`src/include/cpu_params.svh`:
```
`ifndef CPU_PARAMS_SVH
`define CPU_PARAMS_SVH

`define REG_ADDR_WIDTH  5              // register file index width
`define ISA_WIDTH       32             // instruction word and pc width
`define PC_MAX_VALUE    32'h0000_3ffc  // last word address held in instruction memory

`define STAGE_CNT       4              // number of pipeline stage registers
`define STG_IF          0              // if/id register
`define STG_ID          1              // id/ex register
`define STG_EX          2              // ex/mem register
`define STG_MEM         3              // mem/wb register

`endif

```
`src/isa_pkg.sv`:
```
`include "cpu_params.svh"

package isa_pkg;

    // r-format overlay, i and j formats reuse the upper fields
    typedef struct packed {
        logic [5:0]                 opcode;
        logic [`REG_ADDR_WIDTH-1:0] rs;
        logic [`REG_ADDR_WIDTH-1:0] rt;
        logic [`REG_ADDR_WIDTH-1:0] rd;
        logic [4:0]                 shamt;
        logic [5:0]                 funct;
    } instr_fields_t;

    localparam logic [5:0] op_rtype = 6'h00;
    localparam logic [5:0] op_j     = 6'h02;
    localparam logic [5:0] op_jal   = 6'h03;
    localparam logic [5:0] op_beq   = 6'h04;
    localparam logic [5:0] op_bne   = 6'h05;
    localparam logic [5:0] op_lw    = 6'h23;
    localparam logic [5:0] op_sw    = 6'h2b;
    localparam logic [5:0] funct_jr = 6'h08;

    localparam logic [`REG_ADDR_WIDTH-1:0] reg_ra = `REG_ADDR_WIDTH'(31);  // jal link register

    typedef struct packed {
        logic                       r_type;
        logic                       i_type;
        logic                       jump;       // plain j only
        logic                       jal;
        logic                       jr;
        logic                       branch;     // beq or bne
        logic                       store;
        logic                       load;
        logic                       reg_write;  // writes a nonzero register
        logic [`REG_ADDR_WIDTH-1:0] rs;
        logic [`REG_ADDR_WIDTH-1:0] rt;
        logic [`REG_ADDR_WIDTH-1:0] dest;
    } id_info_t;

endpackage

```
`src/ctrl_pkg.sv`:
```
`include "cpu_params.svh"

package ctrl_pkg;

    typedef enum logic [1:0] {
        ctrl_normal = 2'd0,  // register loads its predecessor
        ctrl_hold   = 2'd1,  // register keeps its value
        ctrl_no_op  = 2'd2   // register loads a bubble
    } stage_ctrl_t;

    typedef stage_ctrl_t [`STAGE_CNT-1:0] ctrl_vec_t;

    typedef enum logic [1:0] {
        st_idle      = 2'd0,
        st_execute   = 2'd1,
        st_hazard    = 2'd2,
        st_interrupt = 2'd3
    } cpu_state_t;

    typedef enum logic [2:0] {
        iss_none   = 3'd0,
        iss_data   = 3'd1,
        iss_uart   = 3'd2,
        iss_pause  = 3'd3,
        iss_keypad = 3'd4
    } issue_t;

    typedef struct packed {
        logic                       reg_write;
        logic                       mem_read;  // load, result only ready after mem
        logic [`REG_ADDR_WIDTH-1:0] dest;
        logic                       no_op;     // stage holds a bubble
    } stage_info_t;

    localparam stage_info_t stage_bubble = '{reg_write: 1'b0, mem_read: 1'b0,
                                             dest: '0, no_op: 1'b1};

    typedef struct packed {
        cpu_state_t cpu_state;
        issue_t     issue;
    } status_msg_t;

    // same code on every stage register
    function automatic ctrl_vec_t fill_ctrl(stage_ctrl_t c);
        ctrl_vec_t v;
        for (int i = 0; i < `STAGE_CNT; i++) begin
            v[i] = c;
        end
        return v;
    endfunction

endpackage

```
`src/instr_classifier.sv`:
```
`timescale 1ns/1ps
`include "cpu_params.svh"

module instr_classifier (
    input  logic [`ISA_WIDTH-1:0] instr,    // word sitting in if/id
    output isa_pkg::id_info_t     id_info
);
    import isa_pkg::*;

    instr_fields_t f;
    logic          rtype_op;
    logic          writes;                  // class that has a destination at all

    assign f        = instr_fields_t'(instr);
    assign rtype_op = (f.opcode == op_rtype);

    always_comb begin
        id_info        = '0;
        id_info.r_type = rtype_op;
        id_info.jump   = (f.opcode == op_j);
        id_info.jal    = (f.opcode == op_jal);
        id_info.jr     = rtype_op && (f.funct == funct_jr);
        id_info.branch = (f.opcode == op_beq) || (f.opcode == op_bne);
        id_info.store  = (f.opcode == op_sw);
        id_info.load   = (f.opcode == op_lw);
        id_info.i_type = !rtype_op && !id_info.jump && !id_info.jal;  // loads, stores, branches too
        id_info.rs     = f.rs;
        id_info.rt     = f.rt;

        if (rtype_op) begin
            id_info.dest = f.rd;            // alu result goes to rd
        end else if (id_info.jal) begin
            id_info.dest = reg_ra;          // link address
        end else begin
            id_info.dest = f.rt;            // loads and alu immediates
        end

        // jr, stores, branches and j leave the register file alone
        writes = !(id_info.jr || id_info.store || id_info.branch || id_info.jump);
        id_info.reg_write = writes && (id_info.dest != '0);  // $zero never counts
    end

endmodule

```
`src/stage_tracker.sv`:
```
`timescale 1ns/1ps
`include "cpu_params.svh"

module stage_tracker (
    input  logic                  clk,
    input  logic                  rst_n,
    input  isa_pkg::id_info_t     id_info,
    input  ctrl_pkg::ctrl_vec_t   stage_ctrl,
    output ctrl_pkg::stage_info_t ex_info,   // instruction now in execute
    output ctrl_pkg::stage_info_t mem_info   // instruction now in memory
);
    import ctrl_pkg::*;

    stage_info_t id_rec;                     // decode instruction in record form

    assign id_rec = '{reg_write: id_info.reg_write, mem_read: id_info.load,
                      dest: id_info.dest, no_op: 1'b0};

    // one stage register step under its control code
    function automatic stage_info_t step(stage_ctrl_t c, stage_info_t cur, stage_info_t prev);
        case (c)
            ctrl_hold:  return cur;
            ctrl_no_op: return stage_bubble;
            default:    return prev;         // normal shift
        endcase
    endfunction

    always_ff @(posedge clk) begin
        if (!rst_n) begin
            ex_info  <= stage_bubble;
            mem_info <= stage_bubble;
        end else begin
            ex_info  <= step(stage_ctrl[`STG_EX], ex_info, id_rec);
            mem_info <= step(stage_ctrl[`STG_MEM], mem_info, ex_info);  // uses old ex_info
        end
    end

    // the hazard unit only ever bubbles this register, holding it would
    // keep a stale producer in execute and the data hazard would never clear
    a_ex_never_held: assert property (@(posedge clk) disable iff (!rst_n)
        stage_ctrl[`STG_EX] != ctrl_hold);

endmodule

```
`src/hazard_unit.sv`:
```
`timescale 1ns/1ps
`include "cpu_params.svh"

module hazard_unit (
    input  logic                  clk,
    input  logic                  rst_n,
    input  isa_pkg::id_info_t     id_info,
    input  ctrl_pkg::stage_info_t ex_info,
    input  ctrl_pkg::stage_info_t mem_info,
    input  logic [`ISA_WIDTH-1:0] pc_next,               // from instruction memory
    input  logic                  uart_complete,         // uart loader finished
    input  logic                  keypad_read_enable,    // data memory reads the keypad
    input  logic                  keypad_read_complete,  // user pressed enter
    input  logic                  cpu_pause,
    input  logic                  cpu_resume,
    output ctrl_pkg::ctrl_vec_t   stage_ctrl,
    output ctrl_pkg::cpu_state_t  cpu_state,
    output ctrl_pkg::issue_t      issue,
    output logic                  uart_disable           // uart loader held in reset
);
    import ctrl_pkg::*;

    logic rs_used;
    logic rt_used;
    logic ex_conflict;
    logic mem_conflict;
    logic data_hazard;
    logic uart_hazard;
    logic keypad_interrupt;
    logic hazard_resolved;

    // a live producer whose dest feeds a source the decode instruction reads
    function automatic logic conflict(stage_info_t s, logic use_rs, logic use_rt,
                                      logic [`REG_ADDR_WIDTH-1:0] rs,
                                      logic [`REG_ADDR_WIDTH-1:0] rt);
        return s.reg_write && !s.no_op &&
               ((use_rs && (rs == s.dest)) || (use_rt && (rt == s.dest)));
    endfunction

    assign rs_used      = !(id_info.jump || id_info.jal);
    assign rt_used      = id_info.r_type || id_info.store || id_info.branch;
    assign ex_conflict  = conflict(ex_info, rs_used, rt_used, id_info.rs, id_info.rt);
    assign mem_conflict = conflict(mem_info, rs_used, rt_used, id_info.rs, id_info.rt);

    assign data_hazard = (id_info.branch && (ex_conflict || mem_conflict))  // branch compares in id
                       || (ex_info.mem_read && ex_conflict);                // load-use
    assign uart_hazard      = pc_next > `PC_MAX_VALUE;   // ran off the end of imem
    assign keypad_interrupt = keypad_read_enable && !keypad_read_complete;

    assign hazard_resolved = ((issue == iss_data)  && !data_hazard)
                          || ((issue == iss_uart)  && uart_complete)
                          || ((issue == iss_pause) && cpu_resume && uart_complete);

    always_ff @(posedge clk) begin
        if (!rst_n) begin
            cpu_state    <= st_idle;
            issue        <= iss_none;
            uart_disable <= 1'b1;
            stage_ctrl   <= fill_ctrl(ctrl_normal);
        end else begin
            case (cpu_state)
                st_execute: begin
                    if (data_hazard) begin                    // wins over everything
                        issue                   <= iss_data;
                        cpu_state               <= st_hazard;
                        stage_ctrl[`STG_IF]     <= ctrl_hold;
                        stage_ctrl[`STG_ID]     <= ctrl_hold;
                        stage_ctrl[`STG_EX]     <= ctrl_no_op;  // producer moves on, bubble behind it
                    end else if (cpu_pause || uart_hazard) begin
                        issue                   <= cpu_pause ? iss_pause : iss_uart;
                        cpu_state               <= st_hazard;
                        uart_disable            <= 1'b0;      // let the loader run
                        stage_ctrl[`STG_IF]     <= ctrl_no_op;  // drain the pipe behind fetch
                    end else if (keypad_interrupt) begin
                        issue                   <= iss_keypad;
                        cpu_state               <= st_interrupt;
                        stage_ctrl              <= fill_ctrl(ctrl_no_op);
                    end
                end
                st_hazard: begin
                    if (hazard_resolved) begin
                        issue        <= iss_none;
                        cpu_state    <= st_execute;
                        uart_disable <= 1'b1;
                        stage_ctrl   <= fill_ctrl(ctrl_normal);
                    end
                end
                st_interrupt: begin
                    if (keypad_read_complete) begin           // user entered the value
                        issue      <= iss_none;
                        cpu_state  <= st_execute;
                        stage_ctrl <= fill_ctrl(ctrl_normal);
                    end
                end
                default: cpu_state <= st_execute;              // idle only lasts one cycle
            endcase
        end
    end

    // the loader may only run while the pipe is parked on a pause or uart issue
    a_uart_only_parked: assert property (@(posedge clk) disable iff (!rst_n)
        !uart_disable |-> (cpu_state == st_hazard) &&
                          ((issue == iss_pause) || (issue == iss_uart)));

endmodule

```
`src/status_reporter.sv`:
```
`timescale 1ns/1ps

module status_reporter (
    input  logic                  clk,
    input  logic                  rst_n,
    input  ctrl_pkg::cpu_state_t  cpu_state,
    input  ctrl_pkg::issue_t      issue,
    output logic                  disp_req,
    output ctrl_pkg::status_msg_t disp_msg,  // also the last status sent
    input  logic                  disp_ack
);
    import ctrl_pkg::*;

    typedef enum logic [1:0] {
        tx_idle,                             // compare status against last sent
        tx_wait_ack,                         // req high, waiting for ack
        tx_wait_release                      // req dropped, waiting for ack low
    } tx_state_t;

    tx_state_t   tx_state;
    status_msg_t cur_msg;

    assign cur_msg = '{cpu_state: cpu_state, issue: issue};

    always_ff @(posedge clk) begin
        if (!rst_n) begin
            tx_state <= tx_idle;
            disp_req <= 1'b0;
            disp_msg <= '{cpu_state: st_idle, issue: iss_none};  // matches status out of reset
        end else begin
            case (tx_state)
                tx_idle: begin
                    if (cur_msg != disp_msg) begin  // changes during a transfer coalesce here
                        disp_msg <= cur_msg;
                        disp_req <= 1'b1;
                        tx_state <= tx_wait_ack;
                    end
                end
                tx_wait_ack: begin
                    if (disp_ack) begin
                        disp_req <= 1'b0;
                        tx_state <= tx_wait_release;
                    end
                end
                default: begin
                    if (!disp_ack) tx_state <= tx_idle;
                end
            endcase
        end
    end

    a_req_until_ack: assert property (@(posedge clk) disable iff (!rst_n)
        $fell(disp_req) |-> $past(disp_ack));

endmodule

```
`src/pipeline_control_top.sv`:
```
`timescale 1ns/1ps
`include "cpu_params.svh"

module pipeline_control_top (
    input  logic                  clk,
    input  logic                  rst_n,
    input  logic [`ISA_WIDTH-1:0] instr,                 // decode stage word
    input  logic [`ISA_WIDTH-1:0] pc_next,
    input  logic                  uart_complete,
    input  logic                  keypad_read_enable,
    input  logic                  keypad_read_complete,
    input  logic                  cpu_pause,
    input  logic                  cpu_resume,
    output ctrl_pkg::ctrl_vec_t   stage_ctrl,            // to the stage registers
    output ctrl_pkg::cpu_state_t  cpu_state,
    output ctrl_pkg::issue_t      issue,
    output logic                  uart_disable,
    output logic                  disp_req,              // display channel
    output ctrl_pkg::status_msg_t disp_msg,
    input  logic                  disp_ack
);
    import isa_pkg::*;
    import ctrl_pkg::*;

    id_info_t    id_info;
    stage_info_t ex_info;
    stage_info_t mem_info;

    instr_classifier u_classifier (
        .instr   (instr),
        .id_info (id_info)
    );

    stage_tracker u_tracker (
        .clk        (clk),
        .rst_n      (rst_n),
        .id_info    (id_info),
        .stage_ctrl (stage_ctrl),
        .ex_info    (ex_info),
        .mem_info   (mem_info)
    );

    hazard_unit u_hazard (
        .clk                  (clk),
        .rst_n                (rst_n),
        .id_info              (id_info),
        .ex_info              (ex_info),
        .mem_info             (mem_info),
        .pc_next              (pc_next),
        .uart_complete        (uart_complete),
        .keypad_read_enable   (keypad_read_enable),
        .keypad_read_complete (keypad_read_complete),
        .cpu_pause            (cpu_pause),
        .cpu_resume           (cpu_resume),
        .stage_ctrl           (stage_ctrl),
        .cpu_state            (cpu_state),
        .issue                (issue),
        .uart_disable         (uart_disable)
    );

    status_reporter u_reporter (
        .clk       (clk),
        .rst_n     (rst_n),
        .cpu_state (cpu_state),
        .issue     (issue),
        .disp_req  (disp_req),
        .disp_msg  (disp_msg),
        .disp_ack  (disp_ack)
    );

endmodule

```
`config.mk`:
```
export PLATFORM = sky130hd
export DESIGN_NAME = pipeline_control_top
export DESIGN_NICKNAME = d
export VERILOG_FILES = /design/src/isa_pkg.sv /design/src/ctrl_pkg.sv /design/src/instr_classifier.sv /design/src/stage_tracker.sv /design/src/hazard_unit.sv /design/src/status_reporter.sv /design/src/pipeline_control_top.sv
export VERILOG_INCLUDE_DIRS = /design/src /design/src/include
export SDC_FILE = /design/constraint.sdc
export NUM_CORES = 1
export LEC_CHECK = 0
export BUFFER_PORTS_ARGS = -buffer_cell sky130_fd_sc_hd__buf_2
export CORE_AREA = 10 10 97 99
export CTS_CLUSTER_SIZE = 12
export DETAILED_ROUTE_END_ITERATION = 8
export DIE_AREA = 0 0 107 109
export PLACE_DENSITY = 0.69
export SLEW_MARGIN = 20
export SYNTH_ARGS = -nofsm -noshare
export SYNTH_HDL_FRONTEND = slang
export SYNTH_HIERARCHICAL = 1
export SYNTH_SLANG_ARGS = --single-unit
```
`constraint.sdc`:
```
create_clock -name clk -period 3.15 [get_ports clk]
set_input_delay 0.315 -clock clk [delete_from_list [all_inputs] [get_ports clk]]
set_output_delay 0.315 -clock clk [all_outputs]
set_load 0.005 [all_outputs]
```
==> impl_metrics.toml, run 1 <==
[outcome]
outcome = "finished clean"

[floorplanning]
fp.dieArea_um2 = 11700
fp.coreArea_um2 = 7530
num_io_pins = 92
num_rows = 32
die-height_um = 109
initial_utilization_pct = 33.1
die_w_um = 107

[synthesis]
area_of_the_mapped_netlist_um2 = 2490
synth_area_per_cell_um2 = 8.30
synth.yosys.warnings = 6
postSynthCellCount = 300

[finish]
antenna-diode-count = 0
layout.cells.most_common_list = "sky130_fd_sc_hd__buf_2, sky130_fd_sc_hd__dfxtp_1, sky130_fd_sc_hd__nand2_1, sky130_fd_sc_hd__nor2_1, sky130_fd_sc_hd__a21oi_1"
final_common_cell = "sky130_fd_sc_hd__buf_2"
fin_cells = 473
post-route-cell-area_um2 = 2960
drive_gt1_share_pct = 29.6
areaGrowthSynthToFinish_pct = 18.8
fin_nets = 442

[detailed_routing]
finalWirelength_mm = 7.16
iteration_0_drc_markers = 67
detailroute.via_count = 2432
route.antenna.remaining_nets = 0
first_pass_iters = 4
post_drt_wl_per_cell_um = 15.1
drt-vias-per-instance = 5.14
post_route_drc = 0

[clock_network]
clk_pin_slew_worst_paths_ns = 0.07
cts_buffers = 5
clock_tree.buffer_depth = 2
cts.root.buffer_cell = "sky130_fd_sc_hd__clkbuf_8"
post_cts_buffers = 0
tritoncts = "built"
clk_latency_ns = 0.29
cts.htree.levels = 2
post_cts.resized_instances = 0
clock_sinks = 35
cts.hold.buffers_added = 0

[worst_setup_path]
worstPathArrival_ns = 2.87
worst_r2r_startpoint = "u_tracker/mem_info[0]"
critical_path.max_fanout = 13
timing.critical_path.from_type = "primary input"
crit-reg2reg-capture = "u_hazard/stage_ctrl[5]"
worstRegToRegCells = 8
class_of_the_most_critical_setup_path = "in -> reg"
critPathRequiredTime_ns = 3.39
timing.reg2reg.setup_slack_ns = 0.86
timing.critical_path.to_type = "register"

[global_route]
grt_first_pass_wirelength_mm = 11.5
maximum_number_of_pins_on_one_net_before_global_route_repair = 33
grt_antenna_before_repair = 0
grt_pass1_vias = 2486
globalRouteOverflowTotal = 0
groute.usage.overall_pct = 11.8

[timing]
timing.final.hold_violations = 0
final_period_minus_worst_setup_slack_ns = 2.63
fin_ws_ns = 0.517
clock-skew-final_ns = 0.00886
max-slew-margin-rel_pct = 60.8
timing.hold.ws_ns = 0.289
timing.fmax_mhz = 380
report.final.slew_viol_count = 0
grt_setup_unrepaired = "false"
setup-tns-final_ns = 0
finalSetupViolCount = 0
worst_slew_pin_slew_ns = 0.588
fin_crit_sh_pct = 83.6

[power_and_ir_drop]
power.static_leakage_nw = 1.24
power.ir.vdd_worst_uv = 288
cellPowerDensity_nw_per_um2 = 405

[min_path]
timing.hold.worst.class = "in -> reg"
whs_endpoint = "u_reporter/tx_state[1]"
whs_path_depth = 3
hold_start = "disp_ack"

[place]
port_buffers = 84
dpl.hpwl_mm = 5.64
gp_routability_congestion = 0.850
post-place-cells = 465
placement.cell_area_um2 = 2870
dpl_worst_slack_ns = 0.305

[run]
maxCapViolCount = 0
where the power goes:
part           internal [W]  switching, W
Combinational      0.000152      0.000171
Clock              0.000155      0.000170
Sequential         0.000485     0.0000665
critical path: stages:
cell,delay (ns)
sky130_fd_sc_hd__buf_2,0.12
sky130_fd_sc_hd__or4_1,0.59
sky130_fd_sc_hd__nor3_1,0.23
sky130_fd_sc_hd__o21a_1,0.14
sky130_fd_sc_hd__nor2_1,0.05
sky130_fd_sc_hd__nor4_1,0.28
sky130_fd_sc_hd__buf_4,0.18
sky130_fd_sc_hd__nor4_4,0.04
sky130_fd_sc_hd__buf_4,0.21
sky130_fd_sc_hd__a211oi_4,0.35
sky130_fd_sc_hd__o31ai_2,0.10
sky130_fd_sc_hd__o21ba_1,0.24
stage by stage:
| step | total power [W] | util [%] |
|---|---|---|
| global placement | 0.000874 | 38.2 |
| finish | 0.00120 | 39.3 |
| CTS | 0.00121 | 39.3 |
| floorplan | 0.000792 | - |
| detailed placement | 0.000882 | 38.2 |
| global route | 0.00127 | 39.3 |
flip-flops by register name, indices dropped and copies added (netlist names):
register / flops
u_tracker/ex_info: 8
u_tracker/mem_info: 7
u_hazard/stage_ctrl: 6
u_reporter/disp_msg: 5
u_hazard/issue: 3
u_hazard/cpu_state: 2
u_reporter/tx_state: 2
u_hazard/uart_disable: 1
u_reporter/disp_req: 1
worst max path at each step:
| stage | startpoint | to | slack, ns | depth (start not counted) |
|---|---|---|---|---|
| 6_report | instr[31] | u_hazard/stage_ctrl[5] | 0.52 | 12 |
| 5_1_grt | instr[31] | u_hazard/stage_ctrl[5] | 0.41 | 12 |
| 4_1_cts | instr[31] | u_hazard/stage_ctrl[5] | 0.59 | 12 |
| 3_5_place_dp | instr[31] | u_hazard/stage_ctrl[5] | 0.30 | 12 |
| 3_3_place_gp | instr[31] | u_hazard/stage_ctrl[5] | 0.34 | 12 |
| 2_1_floorplan | instr[27] | u_hazard/issue[2] | 0.49 | 11 |
area by class of cell:
class	instances	area, um2
flip-flops and latches	35	701
clock inverters	2	12.5
clock buffers	6	72.6
inverters	11	41.3
fillers	815	4570
repair buffers	89	458
multi-input cells	228	1550
well taps	102	128
routing by layer:
layer  vias up  global-route usage [%]  wire, um
met5         -                       0         0
met4         0                    2.42        53
met3         6                    5.01       669
met2       110                    19.8      3270
met1      1095                    13.8      3160
li1       1221                       -         -
No activity file was read; power rests on OpenSTA's default activity.
==> run 2, diff against run 1 <==
PLACE_DENSITY = 0.71   (was 0.69)
clock period = 2.4 ns   (was 3.15 ns; I/O delays follow)
==> run 2 against run 1 <==
  * Worst hold slack got worse by 0.065 ns
  * Sequential cell count stayed put
  * Combinational power rose by 49%
  * Die area is the same
  * Global-route usage rose by 0.23 points
  * Utilization increased by 2.7 points
  * Total power increased by 35%
  * Critical path type unchanged
  * Via count up 2.3%
  * Cell area grew 6.9%
  * Final cell count is 3.6% higher
  * Largest cell class unchanged
  * Critical endpoint is now u_hazard/uart_disable
==> impl_metrics.toml, run 2 (synthesis gave the netlist of run 1 again) <==
[outcome]
outcome = "finished clean"

[finish]
top_register = "u_tracker/ex_info"
antenna-diode-count = 0
total_of_fill_cells_in_the_finished_design = 791
final_common_cell = "sky130_fd_sc_hd__buf_2"
areaGrowthSynthToFinish_pct = 27.0
max_reg_flops = 8
drive_gt1_share_pct = 34.3
post-route-cell-area_um2 = 3160
layout.cells.most_common_list = "sky130_fd_sc_hd__buf_2, sky130_fd_sc_hd__dfxtp_1, sky130_fd_sc_hd__nand2_1, sky130_fd_sc_hd__buf_4"
fin_util_pct = 42.0
fin_nets = 460
top_regs = "u_tracker/ex_info (8), u_tracker/mem_info (7), u_hazard/stage_ctrl (6)"

[detailed_routing]
drt-vias-per-instance = 5.08
post_route_drc = 0
post_drt_wl_per_cell_um = 14.5
detailroute.via_count = 2487
finalWirelength_mm = 7.10
iteration_0_drc_markers = 82
first_pass_iters = 4
route.antenna.remaining_nets = 0

[global_route]
grt_antenna_before_repair = 0
grt_pass1_vias = 2518
groute.usage.overall_pct = 12.0
maximum_number_of_pins_on_one_net_before_global_route_repair = 33
globalRouteOverflowTotal = 0
grt_first_pass_wirelength_mm = 11.8

[clock_network]
clock_tree.buffer_depth = 2
tritoncts = "built"
clk_pin_slew_worst_paths_ns = 0.07
clk_latency_ns = 0.28
cts.root.buffer_cell = "sky130_fd_sc_hd__clkbuf_8"
post_cts_buffers = 0
cts.htree.levels = 2
cts_buffers = 5
clock_sinks = 35

[min_path]
whs_endpoint = "u_reporter/tx_state[1]"
whs_path_depth = 3
hold_start = "disp_ack"
timing.hold.worst.class = "in -> reg"

[place]
placement.cell_area_um2 = 3040
gp_routability_congestion = 0.857
port_buffers = 84
dpl.hpwl_mm = 5.69
dpl_worst_slack_ns = -0.235

[timing]
timing.hold.ws_ns = 0.224
timing.fmax_mhz = 440
report.final.slew_viol_count = 0
worst_slew_pin_slew_ns = 0.554
max-slew-margin-rel_pct = 63.0
final_period_minus_worst_setup_slack_ns = 2.27
fin_ws_ns = 0.129
finalSetupViolCount = 0
grt_setup_unrepaired = "false"
timing.final.hold_violations = 0
clock-skew-final_ns = 0.00541
fin_crit_sh_pct = 94.6

[floorplanning]
die-height_um = 109
fp.coreArea_um2 = 7530
num_rows = 32
die_w_um = 107
num_io_pins = 92
fp.dieArea_um2 = 11700
initial_utilization_pct = 33.1

[worst_setup_path]
timing.reg2reg.setup_slack_ns = 0.22
timing.critical_path.from_type = "primary input"
crit-reg2reg-capture = "u_hazard/uart_disable"
cp_cell_sequence = "buf_2, or4_4, nor3_4, o21a_1, nor2_1, nor4_2, nor4_4, buf_12, a211oi_4, buf_4, o311ai_0"
max_stage_delay_ns = 0.57
class_of_the_most_critical_setup_path = "in -> reg"
worstPathArrival_ns = 2.42
worst_r2r_startpoint = "u_tracker/ex_info[3]"
worstRegToRegCells = 8
critical_path.max_fanout = 8
timing.critical_path.to_type = "register"
crit_path_top_delay_cell = "sky130_fd_sc_hd__or4_4"
critPathRequiredTime_ns = 2.54

[power_and_ir_drop]
switching_power_w = 0.000521
p_seq_share_pct = 43.9
design_power_total_w = 0.00162
internal_power_summed_over_all_cells_w = 0.00109
power.ir.vdd_worst_uv = 465
swShare_pct = 32.3
p_clk_share_pct = 26.4
cellPowerDensity_nw_per_um2 = 511
power.static_leakage_nw = 1.34
combinationalPowerShare_pct = 29.8

[run]
maxCapViolCount = 0
-- run 2: worst max-delay path by stage --
stage          startpoint                      to  slack (ns)  cells after the start
5_1_grt         instr[31]   u_hazard/uart_disable       0.005                     11
2_1_floorplan   instr[27]  u_hazard/stage_ctrl[5]        0.03                     11
3_3_place_gp    instr[31]  u_hazard/stage_ctrl[3]       -0.21                     11
6_report        instr[31]   u_hazard/uart_disable        0.13                     11
4_1_cts         instr[31]  u_hazard/stage_ctrl[3]        0.03                     11
3_5_place_dp    instr[31]  u_hazard/stage_ctrl[3]       -0.24                     11
-- run 2: what timing repair did --
item,4_1_cts,5_1_grt
resized for setup,0,6
hold buffers,0,0
setup endpoints to repair,0,7
-- run 2: through the flow --
step / setup TNS, ns / std cells
6_report: 0 / 490
5_1_grt: 0 / 490
4_1_cts: 0 / 490
3_5_place_dp: -1.54 / 483
3_3_place_gp: -1.33 / 483
2_1_floorplan: 0 / 301
-- run 2: power by group through the flow --
stage	clock, W	sequential [W]	combinational, W
5_1_grt	0.000472	0.000718	0.000539
3_3_place_gp	0	0.000720	0.000464
4_1_cts	0.000445	0.000709	0.000472
6_report	0.000426	0.000709	0.000481
2_1_floorplan	0	0.000697	0.000351
3_5_place_dp	0	0.000722	0.000469
-- run 2: worst max-delay path: cells and delay by family --
kind	cells	cell delay, ns
AOI/OAI and AO/OA	3	0.53
and+or+nand+nor	5	1.18
buffers and inverters	3	0.47
-- run 2: layer usage --
layer	GRT usage, %	vias up	part of all wire, %
li1	-	1265	-
met1	14.6	1130	45
met2	19.5	86	46
met3	5.01	6	8.6
met4	2.61	0	0.62
met5	0	-	0
-- run 2: layout make-up --
class,count,area [um2],share of cell area (%)
clock buffers,6,82.6,2.61
clock inverters,1,5.00,0.158
inverters,11,41.3,1.31
multi-input cells,228,1600,50.6
flip-flops and latches,35,701,22.2
well taps,102,128,4.03
repair buffers,107,606,19.1
==> run 3, diff against run 2 <==
CORE_AREA = 10 10 87 89   (was 10 10 97 99)
DIE_AREA = 0 0 97 99   (was 0 0 107 109)
PLACE_DENSITY = 0.73   (was 0.71)
==> run 3 against run 2 <==
  * Final cell count down 4.9%
  * Sequential share of layout area down 0.096 points
  * Cell area up 0.44%
  * Setup slack worse by 0.033 ns
==> impl_metrics.toml, run 3 (synthesis gave the netlist of run 1 again) <==
[place]
port_buffers = 84
gp_routability_congestion = 0.879
dpl.hpwl_mm = 5.74

[global_route]
grt_antenna_before_repair = 0
globalRouteOverflowTotal = 0
groute.usage.overall_pct = 14.2
grt_first_pass_wirelength_mm = 11.9
grt_pass1_vias = 2652
maximum_number_of_pins_on_one_net_before_global_route_repair = 33

[floorplanning]
num_rows = 28
initial_utilization_pct = 42.6
fp.dieArea_um2 = 9600
num_io_pins = 92
die_w_um = 97
die-height_um = 99
fp.coreArea_um2 = 5850

[timing]
final_period_minus_worst_setup_slack_ns = 2.30
timing.fmax_mhz = 434
max-slew-margin-rel_pct = 63.1
timing.final.hold_violations = 0
fin_crit_sh_pct = 96.0
report.final.slew_viol_count = 0
finalSetupViolCount = 0
grt_setup_unrepaired = "false"
worst_slew_pin_slew_ns = 0.554
setup-tns-final_ns = 0
clock-skew-final_ns = 0.00876

[detailed_routing]
post_route_drc = 0
finalWirelength_mm = 7.27
route.antenna.remaining_nets = 0
post_drt_wl_per_cell_um = 15.6
first_pass_iters = 4
detailroute.via_count = 2522
iteration_0_drc_markers = 87
drt-vias-per-instance = 5.41

[clock_network]
cts.root.buffer_cell = "sky130_fd_sc_hd__clkbuf_8"
cts_buffers = 5
post_cts_buffers = 0
clk_latency_ns = 0.29
cts.htree.levels = 2
clock_sinks = 35
clock_tree.buffer_depth = 2
clk_pin_slew_worst_paths_ns = 0.07
cts.hold.buffers_added = 0
post_cts.resized_instances = 0
tritoncts = "built"

[worst_setup_path]
critPathRequiredTime_ns = 2.58
timing.critical_path.from_type = "primary input"
cp_cell_sequence = "buf_2, nor4_1, and2_1, nand3b_1, or4_1, nor3_2, nor4_4, buf_12, mux2i_2, nor3b_2, a41o_1"
critical_path.max_fanout = 8
max_stage_delay_ns = 0.46
timing.critical_path.buf_inv = 2
class_of_the_most_critical_setup_path = "in -> reg"
timing.critical_path.to_type = "register"
crit_path_top_delay_cell = "sky130_fd_sc_hd__or4_1"
critical-path-top-delay-family = "simple AND/OR/NAND/NOR gates"
worstPathArrival_ns = 2.49

[finish]
top_register = "u_tracker/ex_info"
antenna-diode-count = 0
top_regs = "u_tracker/ex_info (8), u_tracker/mem_info (7), u_hazard/stage_ctrl (6)"
fin_nets = 462
drive_gt1_share_pct = 35.0
flip_flop_and_latch_area_um2 = 701
areaGrowthSynthToFinish_pct = 27.5
layout.cells.most_common_list = "sky130_fd_sc_hd__buf_2, sky130_fd_sc_hd__dfxtp_1, sky130_fd_sc_hd__nand2_1, sky130_fd_sc_hd__buf_4"
total_of_fill_cells_in_the_finished_design = 554
max_reg_flops = 8
final_common_cell = "sky130_fd_sc_hd__buf_2"
multi_input_comb_area_um2 = 1580
fin_util_pct = 54.3

[power_and_ir_drop]
power.ir.vdd_worst_uv = 453
power.static_leakage_nw = 1.36
cellPowerDensity_nw_per_um2 = 574

[outcome]
outcome = "finished clean"

[min_path]
timing.hold.worst.class = "in -> reg"

[run]
maxCapViolCount = 0
[run 3: cell count changes in the layout (fill, tap and decap cells not counted), sizes merged]
cell	change
buf	+2
bufinv	+2
clkbuf	-1
clkinv	-1
clkinvlp	+1
[run 3: cell type report]
cell class,instances,share of cell area [%]
clock buffers,5,2.17
clock inverters,3,2.13
inverters,11,1.30
multi-input cells,228,49.9
flip-flops and latches,35,22.1
well taps,75,2.95
repair buffers,109,19.5
[run 3: where the power goes]
group	leakage (nW)	switching, W	total, W	internal [W]
Clock	0.0644	0.000218	0.000632	0.000414
Sequential	0.287	0.0000730	0.000709	0.000636
Combinational	1.01	0.000254	0.000482	0.000228
Total	1.36	0.000545	0.00182	0.00128
[run 3: tightest hold or removal path: cells and delay by family]
family	cells	cell delay, ns
buffers and inverters	1	0.13
and+or+nand+nor	2	0.09
[run 3: worst paths after layout]
path | from | endpoint | slack [ns] | depth (start not counted)
worst max-delay path | instr[31] | u_hazard/stage_ctrl[3] | 0.1 | 11
worst min-delay path | disp_ack | u_reporter/tx_state[1] | 0.22 | 3
worst max register to register | u_tracker/mem_info[1] | u_hazard/stage_ctrl[3] | 0.14 | 8
worst min register to register | u_hazard/stage_ctrl[0] | u_hazard/stage_ctrl[0] | 0.46 | 2
[run 3: metal layers]
metal | global-route usage, % | vias up | wire [um]
li1 | - | 1257 | -
met1 | 16.8 | 1169 | 3240
met2 | 24.1 | 90 | 3480
met3 | 4.75 | 6 | 485
met4 | 3.75 | 0 | 60
met5 | 0 | - | 0
[run 3: stage by stage]
step,worst slack [ns],area (um2),hold slack [ns],total power (W),cells
finish,0.0956,3180,0.215,0.00182,466
global route,0.0227,3180,0.207,0.00192,466
CTS,0.0403,3160,0.208,0.00183,466
detailed placement,-0.222,3020,0.445,0.00119,458
global placement,-0.203,3020,0.441,0.00118,458
floorplan,0.0346,2530,0.354,0.00105,301
